<file path="config.mk">
export PLATFORM = sky130hd
export DESIGN_NAME = videoTop
export DESIGN_NICKNAME = d
export VERILOG_FILES = /design/src/source/videoPkg.sv /design/src/source/vgaTimer.sv /design/src/source/apbRegs.sv /design/src/source/spriteFetch.sv /design/src/source/colorMapper.sv /design/src/source/videoTop.sv
export SDC_FILE = /design/constraint.sdc
export NUM_CORES = 1
export LEC_CHECK = 0
export BUFFER_PORTS_ARGS = -buffer_cell sky130_fd_sc_hd__buf_4
export CORE_AREA = 2 2 121 123
export CTS_CLUSTER_DIAMETER = 50
export DETAILED_ROUTE_END_ITERATION = 7
export DIE_AREA = 0 0 123 125
export GPL_ROUTABILITY_DRIVEN = 1
export GPL_TIMING_DRIVEN = 0
export PLACE_DENSITY = 0.72
export SLEW_MARGIN = 20
export SYNTH_ARGS = -nofsm -noshare
export SYNTH_HDL_FRONTEND = slang
export SYNTH_SLANG_ARGS = --single-unit
export TNS_END_PERCENT = 20
</file>
<file path="constraint.sdc">
create_clock -name Clk -period 7 [get_ports Clk]
set_input_delay 1.05 -clock Clk [delete_from_list [all_inputs] [get_ports Clk]]
set_output_delay 1.05 -clock Clk [all_outputs]
set_load 0.005 [all_outputs]
</file>
<file path="src/source/spriteData.hex">
// one 32-bit pattern row per line, 8 nibbles, column 0 in the top nibble
// lines 0-7 are sprite 0 rows 0-7, lines 8-15 are sprite 1 rows 0-7
00122100
01233210
12344321
23455432
23455432
12344321
01233210
00122100
F000000F
0E0000E0
00D00D00
000CC000
000BB000
00A00A00
09000090
80000008

</file>
<file path="src/source/videoPkg.sv">
// 640x480 timing at one pixel per clock; register map is byte addressed, word aligned only
`default_nettype none

package videoPkg;

    // ------------------------------
    // widths with a meaning
    // ------------------------------
    typedef logic [9:0]  coord_t;
    typedef logic [23:0] rgb_t;
    // 0 is transparent
    typedef logic [3:0]  palIdx_t;
    typedef logic [7:0]  apbAddr_t;
    typedef logic [31:0] apbData_t;
    // eight 4-bit pixels, column 0 in the top nibble
    typedef logic [31:0] patternRow_t;
    typedef logic [3:0]  rowAddr_t;

    // ------------------------------
    // display timing
    // ------------------------------
    localparam coord_t hActive = 10'd640;
    localparam coord_t hFront  = 10'd16;
    localparam coord_t hSync   = 10'd96;
    localparam coord_t hBack   = 10'd48;
    localparam coord_t hTotal  = hActive + hFront + hSync + hBack;
    localparam coord_t vActive = 10'd480;
    localparam coord_t vFront  = 10'd10;
    localparam coord_t vSync   = 10'd2;
    localparam coord_t vBack   = 10'd33;
    localparam coord_t vTotal  = vActive + vFront + vSync + vBack;

    // sprite geometry
    localparam int spriteSize  = 8;
    localparam int spriteRows  = 16;
    localparam int paletteSize = 16;

    // ------------------------------
    // register map
    // ------------------------------
    localparam apbAddr_t regSprite0Pos = 8'h00;
    localparam apbAddr_t regSprite1Pos = 8'h04;
    localparam apbAddr_t regBackground = 8'h08;
    // each palette window spans 64 bytes
    localparam apbAddr_t palette0Base  = 8'h40;
    localparam apbAddr_t palette1Base  = 8'h80;

    // ------------------------------
    // bundles
    // ------------------------------
    typedef struct packed {
        logic     psel;
        logic     penable;
        logic     pwrite;
        apbAddr_t paddr;
        apbData_t pwdata;
    } apbReq_t;

    typedef struct packed {
        apbData_t prdata;
        logic     pready;
        logic     pslverr;
    } apbRsp_t;

    typedef struct packed {
        coord_t y;
        coord_t x;
    } spriteOrigin_t;

    // timing state of one pixel
    typedef struct packed {
        coord_t x;
        coord_t y;
        logic   active;
        logic   hSyncN;
        logic   vSyncN;
    } pixelPos_t;

    // one sprite's answer for one pixel
    typedef struct packed {
        logic    hit;
        palIdx_t index;
    } spriteTap_t;

    typedef struct packed {
        logic    valid;
        // 0 selects sprite 0 palette
        logic    palSel;
        palIdx_t entry;
        rgb_t    color;
    } paletteWrite_t;

    typedef struct packed {
        rgb_t   rgb;
        coord_t x;
        coord_t y;
        logic   active;
        logic   hSyncN;
        logic   vSyncN;
    } videoOut_t;

endpackage

`default_nettype wire

</file>
<file path="src/source/vgaTimer.sv">
// free running, one pixel per clock; first pixel after reset is reported inactive
`default_nettype none

module vgaTimer (
    input  wire                 Clk,
    input  wire                 arstN,
    output videoPkg::pixelPos_t pos
);
    import videoPkg::*;

    coord_t nextX;
    coord_t nextY;
    logic   nextActive;
    logic   nextHSyncN;
    logic   nextVSyncN;

    // ------------------------------
    // next count
    // ------------------------------
    always_comb
    begin
        nextX = pos.x + 10'd1;
        nextY = pos.y;
        // end of line, step to next row
        if (pos.x == hTotal - 10'd1)
        begin
            nextX = '0;
            if (pos.y == vTotal - 10'd1)
            begin
                nextY = '0;
            end
            else
            begin
                nextY = pos.y + 10'd1;
            end
        end
    end

    // flags decoded ahead so they line up with the registered count
    assign nextActive = (nextX < hActive) && (nextY < vActive);
    // hsync low from 656 through 751
    assign nextHSyncN = !((nextX >= hActive + hFront) &&
                          (nextX <  hActive + hFront + hSync));
    // vsync low on lines 490 and 491
    assign nextVSyncN = !((nextY >= vActive + vFront) &&
                          (nextY <  vActive + vFront + vSync));

    // ------------------------------
    // count register
    // ------------------------------
    always_ff @(posedge Clk or negedge arstN)
    begin
        if (!arstN)
        begin
            pos.x      <= '0;
            pos.y      <= '0;
            pos.active <= 1'b0;
            // sync idles high
            pos.hSyncN <= 1'b1;
            pos.vSyncN <= 1'b1;
        end
        else
        begin
            pos.x      <= nextX;
            pos.y      <= nextY;
            pos.active <= nextActive;
            pos.hSyncN <= nextHSyncN;
            pos.vSyncN <= nextVSyncN;
        end
    end

    // counter never leaves the line
    xInRange: assert property (@(posedge Clk) disable iff (!arstN)
        pos.x < hTotal);

endmodule

`default_nettype wire

</file>
<file path="src/source/apbRegs.sv">
// APB slave with no wait states; palette entries are write-only and read back as zero
`default_nettype none

module apbRegs (
    input  wire                     Clk,
    input  wire                     arstN,
    input  wire videoPkg::apbReq_t  req,
    output videoPkg::apbRsp_t       rsp,
    output videoPkg::spriteOrigin_t sprite0Pos,
    output videoPkg::spriteOrigin_t sprite1Pos,
    output videoPkg::rgb_t          background,
    output videoPkg::paletteWrite_t palWrite
);
    import videoPkg::*;

    logic     access;
    logic     aligned;
    logic     hitPos0;
    logic     hitPos1;
    logic     hitBg;
    logic     hitPal0;
    logic     hitPal1;
    logic     addrOk;
    logic     wrOk;
    apbData_t readData;

    // ------------------------------
    // address decode
    // ------------------------------
    assign access  = req.psel && req.penable;
    assign aligned = (req.paddr[1:0] == 2'b00);
    assign hitPos0 = (req.paddr == regSprite0Pos);
    assign hitPos1 = (req.paddr == regSprite1Pos);
    assign hitBg   = (req.paddr == regBackground);
    // palette windows by top two address bits
    assign hitPal0 = (req.paddr[7:6] == palette0Base[7:6]);
    assign hitPal1 = (req.paddr[7:6] == palette1Base[7:6]);
    assign addrOk  = aligned && (hitPos0 || hitPos1 || hitBg || hitPal0 || hitPal1);
    // erroring writes are dropped here
    assign wrOk    = access && req.pwrite && addrOk;

    // read mux, palettes give zero
    always_comb
    begin
        readData = '0;
        if (access && !req.pwrite && addrOk)
        begin
            if (hitPos0)
            begin
                readData = {6'b0, sprite0Pos.y, 6'b0, sprite0Pos.x};
            end
            else if (hitPos1)
            begin
                readData = {6'b0, sprite1Pos.y, 6'b0, sprite1Pos.x};
            end
            else if (hitBg)
            begin
                readData = {8'b0, background};
            end
        end
    end

    // always ready, error only in the access cycle
    assign rsp.prdata  = readData;
    assign rsp.pready  = 1'b1;
    assign rsp.pslverr = access && !addrOk;

    // ------------------------------
    // control registers
    // ------------------------------
    always_ff @(posedge Clk or negedge arstN)
    begin
        if (!arstN)
        begin
            sprite0Pos <= '0;
            sprite1Pos <= '0;
            background <= '0;
        end
        else if (wrOk)
        begin
            // x in 9..0, y in 25..16
            if (hitPos0)
            begin
                sprite0Pos.x <= req.pwdata[9:0];
                sprite0Pos.y <= req.pwdata[25:16];
            end
            if (hitPos1)
            begin
                sprite1Pos.x <= req.pwdata[9:0];
                sprite1Pos.y <= req.pwdata[25:16];
            end
            if (hitBg)
            begin
                background <= req.pwdata[23:0];
            end
        end
    end

    // palette write lasts the access cycle only
    assign palWrite.valid  = wrOk && (hitPal0 || hitPal1);
    assign palWrite.palSel = hitPal1;
    assign palWrite.entry  = req.paddr[5:2];
    assign palWrite.color  = req.pwdata[23:0];

    // handshake rules
    penableNeedsPsel: assert property (@(posedge Clk) disable iff (!arstN)
        req.penable |-> req.psel);
    setupThenAccess: assert property (@(posedge Clk) disable iff (!arstN)
        (req.psel && !req.penable) |=> (req.psel && req.penable));

endmodule

`default_nettype wire

</file>
<file path="src/source/spriteFetch.sv">
// 8x8 sprite, pattern ROM loaded from spriteData.hex in the working directory
`default_nettype none

module spriteFetch #(
    parameter int romBase = 0
) (
    input  wire                          Clk,
    input  wire                          arstN,
    input  wire videoPkg::pixelPos_t     pos,
    input  wire videoPkg::spriteOrigin_t origin,
    output videoPkg::spriteTap_t         tap,
    output videoPkg::pixelPos_t          posOut
);
    import videoPkg::*;

    // both sprites share one file, this unit reads its own rows
    patternRow_t patternRom [spriteRows];
    coord_t      dx;
    coord_t      dy;
    logic        inX;
    logic        inY;
    logic        hit;
    rowAddr_t    rowAddr;
    patternRow_t rowWord;
    logic [4:0]  nibLsb;
    palIdx_t     index;

    initial
    begin
        $readmemh("/design/src/source/spriteData.hex", patternRom);
    end

    // ------------------------------
    // hit test
    // ------------------------------
    assign dx  = pos.x - origin.x;
    assign dy  = pos.y - origin.y;
    // lower bound first so dx cannot wrap
    assign inX = (pos.x >= origin.x) && (dx < coord_t'(spriteSize));
    assign inY = (pos.y >= origin.y) && (dy < coord_t'(spriteSize));
    assign hit = pos.active && inX && inY;

    // ------------------------------
    // pattern lookup
    // ------------------------------
    assign rowAddr = rowAddr_t'(romBase) + {1'b0, dy[2:0]};
    assign rowWord = patternRom[rowAddr];
    // column 0 sits in bits 31..28
    assign nibLsb  = {~dx[2:0], 2'b00};
    assign index   = rowWord[nibLsb +: 4];

    // tap and position move together
    always_ff @(posedge Clk or negedge arstN)
    begin
        if (!arstN)
        begin
            tap           <= '0;
            posOut.x      <= '0;
            posOut.y      <= '0;
            posOut.active <= 1'b0;
            posOut.hSyncN <= 1'b1;
            posOut.vSyncN <= 1'b1;
        end
        else
        begin
            tap.hit   <= hit;
            // no hit, no index
            tap.index <= hit ? index : '0;
            posOut    <= pos;
        end
    end

endmodule

`default_nettype wire

</file>
<file path="src/source/colorMapper.sv">
// two write-only 16-entry palettes, cleared by reset; index 0 is transparent
`default_nettype none

module colorMapper (
    input  wire                          Clk,
    input  wire                          arstN,
    input  wire videoPkg::spriteTap_t    tap0,
    input  wire videoPkg::spriteTap_t    tap1,
    input  wire videoPkg::pixelPos_t     pos,
    input  wire videoPkg::rgb_t          background,
    input  wire videoPkg::paletteWrite_t palWrite,
    output videoPkg::videoOut_t          video
);
    import videoPkg::*;

    rgb_t palette0 [paletteSize];
    rgb_t palette1 [paletteSize];
    rgb_t color;

    // ------------------------------
    // palette storage
    // ------------------------------
    always_ff @(posedge Clk or negedge arstN)
    begin
        if (!arstN)
        begin
            for (int i = 0; i < paletteSize; i++)
            begin
                palette0[i] <= '0;
                palette1[i] <= '0;
            end
        end
        else if (palWrite.valid)
        begin
            if (palWrite.palSel)
            begin
                palette1[palWrite.entry] <= palWrite.color;
            end
            else
            begin
                palette0[palWrite.entry] <= palWrite.color;
            end
        end
    end

    // ------------------------------
    // layer priority
    // ------------------------------
    always_comb
    begin
        // blanking is black
        if (!pos.active)
        begin
            color = '0;
        end
        // sprite 1 on top
        else if (tap1.hit && (tap1.index != '0))
        begin
            color = palette1[tap1.index];
        end
        else if (tap0.hit && (tap0.index != '0))
        begin
            color = palette0[tap0.index];
        end
        else
        begin
            color = background;
        end
    end

    // output stage, color and timing registered together
    always_ff @(posedge Clk or negedge arstN)
    begin
        if (!arstN)
        begin
            video.rgb    <= '0;
            video.x      <= '0;
            video.y      <= '0;
            video.active <= 1'b0;
            video.hSyncN <= 1'b1;
            video.vSyncN <= 1'b1;
        end
        else
        begin
            video.rgb    <= color;
            video.x      <= pos.x;
            video.y      <= pos.y;
            video.active <= pos.active;
            video.hSyncN <= pos.hSyncN;
            video.vSyncN <= pos.vSyncN;
        end
    end

    // register block sends single-cycle palette writes
    palWritePulse: assert property (@(posedge Clk) disable iff (!arstN)
        palWrite.valid |=> !palWrite.valid);

endmodule

`default_nettype wire

</file>
<file path="src/source/videoTop.sv">
// pixel output trails the timer count by two clocks; no pixel side back-pressure
`default_nettype none

module videoTop (
    input  wire                    Clk,
    input  wire                    arstN,
    input  wire videoPkg::apbReq_t apbReq,
    output videoPkg::apbRsp_t      apbRsp,
    output videoPkg::videoOut_t    video
);
    import videoPkg::*;

    pixelPos_t     timerPos;
    // position delayed alongside the taps
    pixelPos_t     fetchPos;
    spriteOrigin_t sprite0Pos;
    spriteOrigin_t sprite1Pos;
    rgb_t          background;
    paletteWrite_t palWrite;
    spriteTap_t    tap0;
    spriteTap_t    tap1;

    // ------------------------------
    // timing and control
    // ------------------------------
    vgaTimer i_timer (
        .Clk   (Clk),
        .arstN (arstN),
        .pos   (timerPos)
    );

    apbRegs i_regs (
        .Clk        (Clk),
        .arstN      (arstN),
        .req        (apbReq),
        .rsp        (apbRsp),
        .sprite0Pos (sprite0Pos),
        .sprite1Pos (sprite1Pos),
        .background (background),
        .palWrite   (palWrite)
    );

    // ------------------------------
    // sprite layers
    // ------------------------------
    spriteFetch #(.romBase(0)) i_sprite0 (
        .Clk    (Clk),
        .arstN  (arstN),
        .pos    (timerPos),
        .origin (sprite0Pos),
        .tap    (tap0),
        .posOut (fetchPos)
    );

    // its delayed position matches sprite 0's, left open
    spriteFetch #(.romBase(8)) i_sprite1 (
        .Clk    (Clk),
        .arstN  (arstN),
        .pos    (timerPos),
        .origin (sprite1Pos),
        .tap    (tap1),
        .posOut ()
    );

    colorMapper i_mapper (
        .Clk        (Clk),
        .arstN      (arstN),
        .tap0       (tap0),
        .tap1       (tap1),
        .pos        (fetchPos),
        .background (background),
        .palWrite   (palWrite),
        .video      (video)
    );

endmodule

`default_nettype wire

</file>
==> results of run 1 <==
worst register-to-register path: stages (launching register included):
cell and delay [ns]:
dfrtp_1 0.40, ha_1 0.25, and4_1 0.28, and4_1 0.19, clkbuf_1 0.36, nor2_1 0.15, and3_1 0.19, or4_1 0.46
cell usage in the layout, fill, tap and decap left out, drive strengths merged, types with 3 or more instances in the layout:
cell type	n
a21oi	20
a22o	3
and2	31
and3	3
buf	125
clkbuf	38
clkinv	3
clkinvlp	6
conb	7
dfrtp	151
dfstp	6
ha	6
inv	45
mux2	28
mux2i	20
nand2	45
nand2b	4
nand3	7
nand4	4
nor2	46
nor2b	6
nor3	12
o21ai	42
or3	4
xnor2	8
xor2	3
cell type report:
| type | count | area (µm²) | area share (%) |
|---|---|---|---|
| sequential | 157 | 3940 | 50.2 |
| clock buffer | 22 | 474 | 6.04 |
| inverter | 45 | 169 | 2.15 |
| buffer | 29 | 138 | 1.75 |
| multi-input combinational | 314 | 1940 | 24.7 |
| tap | 184 | 230 | 2.93 |
| timing repair buffer | 112 | 868 | 11.1 |
| clock inverter | 10 | 90.1 | 1.15 |
layer usage:
| layer | wire (µm) | track usage, % | share of wire (%) |
|---|---|---|---|
| met3 | 810 | 4.88 | 6.0 |
| met1 | 5740 | 23.1 | 42 |
| met2 | 6840 | 31.0 | 50 |
| met4 | 172 | 6.75 | 1.3 |
| met5 | 0 | 0 | 0 |
registers in the layout, summed over array words and instances, names as in the netlist:
name               count
i_regs.sprite0Pos     20
i_sprite0.posOut      23
i_regs.sprite1Pos     20
i_timer.pos           23
i_mapper.video        47
i_regs.background     24
final timing paths:
kind,from,endpoint,cells past startpoint
worst max-delay path,apbReq[38],apbRsp[11],10
worst min-delay path,i_timer.pos[2],i_sprite0.posOut[2],0
worst max register to register,i_timer.pos[13],i_timer.pos[1],7
worst min register to register,i_timer.pos[2],i_sprite0.posOut[2],0
max in group asynchronous,arstN,i_mapper.video[0],2
min in group asynchronous,arstN,i_regs.background[5],1
where the power goes:
group          switching [mW]  internal (mW)
Sequential            0.00295          0.914
Clock                   0.359          0.515
Combinational          0.0419         0.0315
Total                   0.404           1.46
cells by family (layout without fill, tap and decap cells):
logic type | after synthesis | in the layout
muxes | 48 | 48
adders and majority gates | 6 | 6
DFF | 157 | 157
and+or+nand+nor | 172 | 172
other | 2 | 7
xor gates and xnor gates | 11 | 11
buffers and inverters | 74 | 218
AOI/OAI and AO/OA | 70 | 70
==> flow_metrics.tcl, run 1 <==
set metrics [dict create \
    setup_viol 0 \
    fin_crit_sh_pct 62.5 \
    synth.most_common_cell "dfrtp_1" \
    cts_buffer_depth 2 \
    synth_common_cells "dfrtp_1 (151), nor2_1 (46), inv_1 (45), nand2_1 (45), o21ai_0 (42)" \
    post-cts-setup-buffers 0 \
    synthMuxAreaShare_pct 8.36 \
    cts.sinks 157 \
    hold_viol 0 \
    syn_to_final_growth_pct 27.3 \
    grt_pass1_vias 4343 \
    pre_cts_slack_ns 2.59 \
    fill_cells 1210 \
    clock.fmax_mhz 229 \
    setup_ws_ns 2.63 \
    num_rows 44 \
    io_buffers 111 \
    cts_hold_buf 0 \
    postLayoutCoreUtil_pct 55.2 \
    maxSlewHeadroom_pct 48.2 \
    dieArea_um2 15400 \
    tightest_slew_ns 0.776 \
    via_per_inst 4.88 \
    drv_slew 0 \
    status "finished clean" \
    rsz0062_at_grt "no" \
    crit_type "input port to output port" \
    dieHeight_um 125 \
    ant_nets 0 \
    crit_buf_inv 5 \
    drive_above_1_share_pct 27.1 \
    synth_seq_cells 157 \
    synth_xor_area_share_pct 1.56 \
    synth_area_leader_cell "dfrtp_1" \
    netlist_instances 540 \
    min_path_type "register to register" \
    cp_max_fo 10 \
    holdWs_ns 0.348 \
    grt_start_max_net_pins 94 \
    dp_hpwl_um 9240 \
    synthArstFlopShare_pct 100 \
    grt_pass1_wl_um 21800 \
    p_per_area_nw_per_um2 238 \
    cts-root-buf "clkbuf_16" \
    ys_top_cells_by_area "dfrtp_1 (61%), mux2_2 (5.1%), o21ai_0 (3.4%)" \
    clkTransAtPathRegs_ns 0.06 \
    crit_slowest_cell "or3_1" \
    synth-compound-area-share_pct 6.15 \
    dr.pass1.iters 4 \
    r2r_slack_ns 4.64 \
    path_delay_family "simple AND/OR/NAND/NOR gates" \
    avgRoutedWirePerCell_um 15.5 \
    synth_top_family_by_area "simple AND/OR/NAND/NOR gates" \
    worstSkewPairLatency_ns 0.42 \
    p_total_mw 1.86 \
    p_leak_nw 3.99 \
    gr-total-overflow 0 \
    yosysTopAreaCellShare_pct 61.3 \
    drt-total-wl_um 13600 \
    vias 4260 \
    skew_ns 0.00711 \
    cts_tree "done" \
    drt_iter0_markers 252 \
    synth_cell_types 41 \
    antenna_found_initial 0 \
    postLayoutCellArea_um2 7850 \
    dpl.cell_count 841 \
    fin_cells 873 \
    arrival_ns 3.32 \
    diodes 0 \
    ios 126 \
    start_util_pct 43.4 \
    yosysWarnings 0 \
    drv_cap 0 \
    crit_path_end_kind "output port" \
    avgSynthCellArea_um2 11.4 \
    synth_fa_ha_area_share_pct 1.22 \
    worstPathRequired_ns 5.95 \
    ys.flop_type "dfrtp_1" \
    die_x_um 123 \
    core-area_um2 14200 \
    peakVddDrop_v 0.000175 \
    worstSetupStartpointType "input port" \
    fin_tns_setup_ns 0 \
    gp_congestion 0.834 \
    cts-buffers-inserted 17 \
    crit_chain "buf_4 > inv_1 > ha_1 > or3b_1 > or3_1 > nand2b_1 > clkbuf_1 > clkbuf_1 > nor2_1 > buf_4" \
    synth_edf_count 0 \
    yosysSeqAreaShare_pct 63.9 \
    synthSimpleGateAreaFrac_pct 13.7 \
    max_stage_delay_ns 0.42 \
    netlist_area_um2 6160 \
    placed_area_um2 7280 \
    period_needed_ns 4.37 \
    htree_levels 4 \
    grt_use_total_pct 18.6 \
    post_cts_resized 0 \
    final_nets 727 \
    drc 0 \
]
Note: power is estimated with default switching activity, not from simulation.
==> run 2: changes to the inputs <==
--- a/config.mk
+++ b/config.mk
@@ -5,6 +5,7 @@
 export SDC_FILE = /design/constraint.sdc
 export NUM_CORES = 1
 export LEC_CHECK = 0
+export ABC_AREA = 1
 export BUFFER_PORTS_ARGS = -buffer_cell sky130_fd_sc_hd__buf_4
 export CORE_AREA = 2 2 121 123
 export CTS_CLUSTER_DIAMETER = 50
==> constraint.sdc (replaced) <==
create_clock -name Clk -period 4.53 [get_ports Clk]
set_input_delay 0.6795 -clock Clk [delete_from_list [all_inputs] [get_ports Clk]]
set_output_delay 0.6795 -clock Clk [all_outputs]
set_load 0.005 [all_outputs]
==> flow_metrics.tcl, run 2 <==
set metrics [dict create \
    ios 126 \
    synth_edf_count 0 \
    diodes 0 \
    p_clk_share_pct 50.2 \
    worstPathRequired_ns 3.85 \
    synthArstFlopShare_pct 100 \
    synth_top_family_by_area "simple AND/OR/NAND/NOR gates" \
    ys_top_cells_by_area "dfrtp_1 (61%), nand2_1 (8.0%), inv_1 (6.2%)" \
    avgRoutedWirePerCell_um 14.3 \
    drt_iter0_markers 282 \
    core-area_um2 14200 \
    final_common_cell "dfrtp_1" \
    clock.fmax_mhz 290 \
    min_path_type "input port to async pin" \
    combPwrFrac_pct 2.8 \
    crit_path_end_kind "output port" \
    htree_levels 4 \
    fin_tns_setup_ns 0 \
    synth-compound-area-share_pct 9.74 \
    cts_hold_buf 0 \
    final_nets 829 \
    grt_start_max_net_pins 81 \
    crit_type "input port to output port" \
    p_leak_nw 4.14 \
    post-cts-setup-buffers 0 \
    r2r-start "i_timer.pos[13]" \
    holdWs_ns 0.213 \
    multi_input_area_um2 1710 \
    postLayoutCellArea_um2 7940 \
    yosysWarnings 0 \
    rsz0062_at_grt "no" \
    synth_seq_cells 157 \
    worst_r2r_path_depth 10 \
    drc 0 \
    final_cell_mix "dfrtp_1 (151), nand2_1 (132), buf_4 (120), inv_1 (102), o21ai_0 (76)" \
    p_int_mw 2.39 \
    worstSetupStartpointType "input port" \
    seqPwrFrac_pct 47.0 \
    cts-buffers-inserted 17 \
    status "finished clean" \
    cts.sinks 157 \
    cts_buffer_depth 2 \
    p_per_area_nw_per_um2 377 \
    dp_hpwl_um 9490 \
    dr.pass1.iters 5 \
    dieHeight_um 125 \
    grt_pass1_vias 4521 \
    grt_pass1_wl_um 22400 \
    gp_congestion 0.904 \
    tightest_slew_ns 0.648 \
    die_x_um 123 \
    io_buffers 112 \
    largest_reg_flops 47 \
    drive_above_1_share_pct 22.1 \
    drv_slew 0 \
    ys.flop_type "dfrtp_1" \
    hold_viol 0 \
    fill_cells 1288 \
    synth_xor_area_share_pct 0.707 \
    pre_cts_slack_ns 1.07 \
    cp_max_fo 10 \
    netlist_area_um2 6190 \
    via_per_inst 4.78 \
    ant_nets 0 \
    syn_to_final_growth_pct 28.3 \
    avgSynthCellArea_um2 9.66 \
    period_needed_ns 3.45 \
    cts-root-buf "clkbuf_16" \
    drv_cap 0 \
    clkTransAtPathRegs_ns 0.06 \
    peakVddDrop_v 0.000233 \
    largest-register "i_mapper.video" \
    p_total_mw 2.99 \
    num_rows 44 \
    antenna_found_initial 0 \
    final-seq-area_um2 3940 \
    cts_tree "done" \
    dieArea_um2 15400 \
    fin_crit_sh_pct 76.2 \
    grt_use_total_pct 19.1 \
    placed_area_um2 7320 \
    synthMuxAreaShare_pct 0 \
    synth_common_cells "dfrtp_1 (151), nand2_1 (132), inv_1 (102), o21ai_0 (76), nor2_1 (64)" \
    netlist_instances 641 \
    synth_fa_ha_area_share_pct 1.21 \
    arrival_ns 2.77 \
    maxSlewHeadroom_pct 56.8 \
    largestRegisters "i_mapper.video (47), i_regs.background (24)" \
    r2r_end "i_timer.pos[2]" \
    setup_viol 0 \
    synthSimpleGateAreaFrac_pct 15.5 \
    gr-total-overflow 0 \
    post_cts_resized 0 \
    r2r_slack_ns 2.19 \
    drt-total-wl_um 13900 \
    p_sw_mw 0.601 \
    vias 4660 \
    power.share.switching_pct 20.1 \
    setup_ws_ns 1.08 \
    worstSkewPairLatency_ns 0.42 \
    synth_cell_types 33 \
    skew_ns 0.00460 \
    synth_area_leader_cell "dfrtp_1" \
    yosysSeqAreaShare_pct 63.6 \
    start_util_pct 43.6 \
    yosysTopAreaCellShare_pct 61.0 \
    synth.most_common_cell "dfrtp_1" \
]
==> run 2: cell count changes after synthesis, sizes merged, moves of 28 or more <==
cell / previous run / this run
and2: 31 / 1
inv: 45 / 104
mux2: 28 / 0
nand2: 45 / 132
o21ai: 42 / 77
==> run 2: worst max-delay path, stage by stage <==
cell	delay, ns
buf_4	0.12
inv_1	0.07
ha_1	0.14
nand2_1	0.09
inv_1	0.09
nand3_2	0.17
inv_2	0.16
nor2_2	0.06
nand3_2	0.06
and2_1	0.11
buf_4	0.13
nand4_2	0.26
buf_2	0.31
nor2_1	0.17
buf_4	0.14
==> run 2: cell families after synthesis <==
group | count (synthesis)
DFF | 157
adders and majority gates | 6
and+or+nand+nor | 231
buffers and inverters | 136
other | 2
xor gates and xnor gates | 5
AOI/OAI and AO/OA | 104
==> run 2: cell type report <==
| class | count | share of cell area (%) |
|---|---|---|
| multi-input combinational | 353 | 21.5 |
| clock buffer | 22 | 5.84 |
| inverter | 105 | 4.96 |
| clock inverter | 10 | 2.03 |
| sequential | 157 | 49.6 |
| buffer | 31 | 2.19 |
| timing repair buffer | 113 | 11.0 |
| tap | 184 | 2.90 |
==> run 2: how the worst max path moves through the flow <==
stage / from / endpoint / slack (ns) / cells past startpoint
2_1_floorplan: apbReq[38] / apbRsp[10] / 1.76 / 13
3_3_place_gp: apbReq[38] / apbRsp[6] / 1.01 / 15
3_5_place_dp: apbReq[38] / apbRsp[6] / 1.07 / 15
4_1_cts: apbReq[38] / apbRsp[6] / 1.06 / 15
5_1_grt: apbReq[39] / apbRsp[6] / 0.86 / 15
6_report: apbReq[38] / apbRsp[11] / 1.08 / 15
==> run 2: through the flow <==
stage | util (%) | cells
after detailed placement | 51.5 | 943
after global placement | 51.3 | 942
after global routing | 55.9 | 975
after floorplan | - | 646
final | 55.9 | 975
after CTS | 55.9 | 975
==> run 2: routing by layer <==
metal  track usage (%)  routed length, µm  vias to the layer above
met3              4.93                784                       22
met5                 0                  0                        -
met2              31.0               6820                      135
met4              7.49                250                        0
li1                  -                  -                     2265
met1              24.3               6070                     2238
==> run 2: power groups by stage <==
stage / registers (mW) / logic [mW] / clock network [mW]
2_1_floorplan: 1.43 / 0.0221 / 0
3_3_place_gp: 1.43 / 0.0819 / 0
3_5_place_dp: 1.43 / 0.0867 / 0
4_1_cts: 1.41 / 0.0870 / 1.53
5_1_grt: 1.40 / 0.0971 / 1.59
6_report: 1.41 / 0.0843 / 1.50
==> run 3: changes to the inputs <==
--- a/config.mk
+++ b/config.mk
@@ -13,7 +13,7 @@
 export DIE_AREA = 0 0 123 125
 export GPL_ROUTABILITY_DRIVEN = 1
 export GPL_TIMING_DRIVEN = 0
-export PLACE_DENSITY = 0.72
+export PLACE_DENSITY = 0.75
 export SLEW_MARGIN = 20
 export SYNTH_ARGS = -nofsm -noshare
 export SYNTH_HDL_FRONTEND = slang
==> constraint.sdc (replaced) <==
create_clock -name Clk -period 3.1 [get_ports Clk]
set_input_delay 0.465 -clock Clk [delete_from_list [all_inputs] [get_ports Clk]]
set_output_delay 0.465 -clock Clk [all_outputs]
set_load 0.005 [all_outputs]
==> flow_metrics.tcl, run 3 (synthesis results as in run 2) <==
set metrics [dict create \
    cts.sinks 157 \
    grt_use_total_pct 19.3 \
    final_nets 830 \
    antenna_found_initial 0 \
    worstSkewPairLatency_ns 0.42 \
    hold_viol 0 \
    peakVddDrop_v 0.000316 \
    largestRegisters "i_mapper.video (47), i_regs.background (24)" \
    num_rows 44 \
    p_per_area_nw_per_um2 546 \
    die_x_um 123 \
    power.share.switching_pct 20.0 \
    grt.met2_usage_pct 32.1 \
    dr.pass1.iters 6 \
    worstPathRequired_ns 2.63 \
    largest-register "i_mapper.video" \
    drt-total-wl_um 14100 \
    cts_buffer_depth 2 \
    skew_ns 0.00838 \
    cts_tree "done" \
    start_util_pct 43.6 \
    p_int_mw 3.47 \
    io_buffers 112 \
    largest_reg_flops 47 \
    setup_viol 0 \
    drv_cap 0 \
    combPwrFrac_pct 2.9 \
    fin_crit_sh_pct 93.4 \
    avgRoutedWirePerCell_um 14.4 \
    pre_cts_slack_ns 0.0938 \
    dieArea_um2 15400 \
    tightest_slew_ns 0.625 \
    dpl.cell_count 943 \
    dp_hpwl_um 9590 \
    drc 0 \
    grt_start_max_net_pins 97 \
    final_common_cell "dfrtp_1" \
    min_path_type "input port to register" \
    crit_type "input port to output port" \
    post-cts-setup-buffers 0 \
    cp-startpoint "apbReq[38]" \
    clock.fmax_mhz 346 \
    dieHeight_um 125 \
    use_met3_pct 4.97 \
    p_sw_mw 0.869 \
    met1_usage_pct 24.1 \
    fin_cells 976 \
    drt_iter0_markers 356 \
    p_total_mw 4.34 \
    grt.busiest_layer "met2" \
    p_clk_share_pct 49.8 \
    ios 126 \
    core-area_um2 14200 \
    p_leak_nw 4.13 \
    status "finished clean" \
    grt_pass1_wl_um 22600 \
    grt_pass1_vias 4518 \
    cts-buffers-inserted 17 \
    clkTransAtPathRegs_ns 0.06 \
    syn_to_final_growth_pct 28.5 \
    rsz0062_at_grt "no" \
    crit_path_end_kind "output port" \
    gp_congestion 0.789 \
    diodes 0 \
    htree_levels 4 \
    arrival_ns 2.43 \
    cts-root-buf "clkbuf_16" \
    via_per_inst 4.79 \
    period_needed_ns 2.89 \
    gr-total-overflow 0 \
    ant_nets 0 \
    r2r-start "i_timer.pos[13]" \
    drive_above_1_share_pct 22.0 \
    seqPwrFrac_pct 47.3 \
    hold_start "apbReq[13]" \
    cp_max_fo 10 \
    vias 4672 \
    maxSlewHeadroom_pct 58.3 \
    final_cell_mix "dfrtp_1 (151), nand2_1 (132), buf_4 (122), inv_1 (102), o21ai_0 (76)" \
    drv_slew 0 \
    fin_tns_setup_ns 0 \
    worstSetupStartpointType "input port" \
    setup_ws_ns 0.206 \
]
run 3: metal layers:
layer / vias up / part of all wire, %
met5: - / 0
met1: 2248 / 42
li1: 2271 / -
met3: 17 / 5.9
met2: 136 / 51
met4: 0 / 1.2
run 3: worst paths after layout:
kind,to,slack [ns],cells after the start
min,i_regs.background[13],0.30,3
max in group asynchronous,i_timer.pos[0],1.70,3
max reg2reg,i_timer.pos[0],0.68,11
min reg2reg,i_mapper.video[12],0.35,0
max,apbRsp[21],0.21,15
min in group asynchronous,i_mapper.video[45],0.56,2
run 3: power by group through the flow:
stage / combinational, mW / clock (mW) / sequential, mW
4_1_cts: 0.129 / 2.20 / 2.05
5_1_grt: 0.144 / 2.29 / 2.05
3_3_place_gp: 0.120 / 0 / 2.09
3_5_place_dp: 0.127 / 0 / 2.09
2_1_floorplan: 0.0323 / 0 / 2.09
6_report: 0.126 / 2.16 / 2.05
run 3: area by class of cell:
class	count	area (µm²)
buffer	31	179
clock buffer	22	454
sequential	157	3940
multi-input combinational	353	1720
inverter	105	394
tap	184	230
fill	1268	6250
clock inverter	10	163
timing repair buffer	114	886
run 3: timing repair:
| item | CTS | global route |
|---|---|---|
| hold buffers | 1 | 0 |
| resized for setup | 0 | 5 |
| endpoints found under the setup margin | 0 | 20 |
| hold endpoints to repair | 47 | 0 |
run 3: critical path, cell delays in order:
cell and delay (ns):
buf_4 0.11, inv_1 0.07, ha_1 0.14, nand2_1 0.11
inv_1 0.11, nand3_2 0.18, inv_2 0.16, nor2_2 0.06
nand3_2 0.06, and2_1 0.11, buf_4 0.15, nand4_4 0.16
buf_4 0.23, nor2_1 0.16, buf_4 0.14
run 3: per-stage QoR:
step	hold WS, ns	cell area [µm²]	utilization, %
4_1_cts	0.290	7940	55.9
6_report	0.303	7960	56.0
2_1_floorplan	0.169	6210	-
5_1_grt	0.298	7960	56.0
3_5_place_dp	0.335	7320	51.5
3_3_place_gp	0.332	7280	51.3
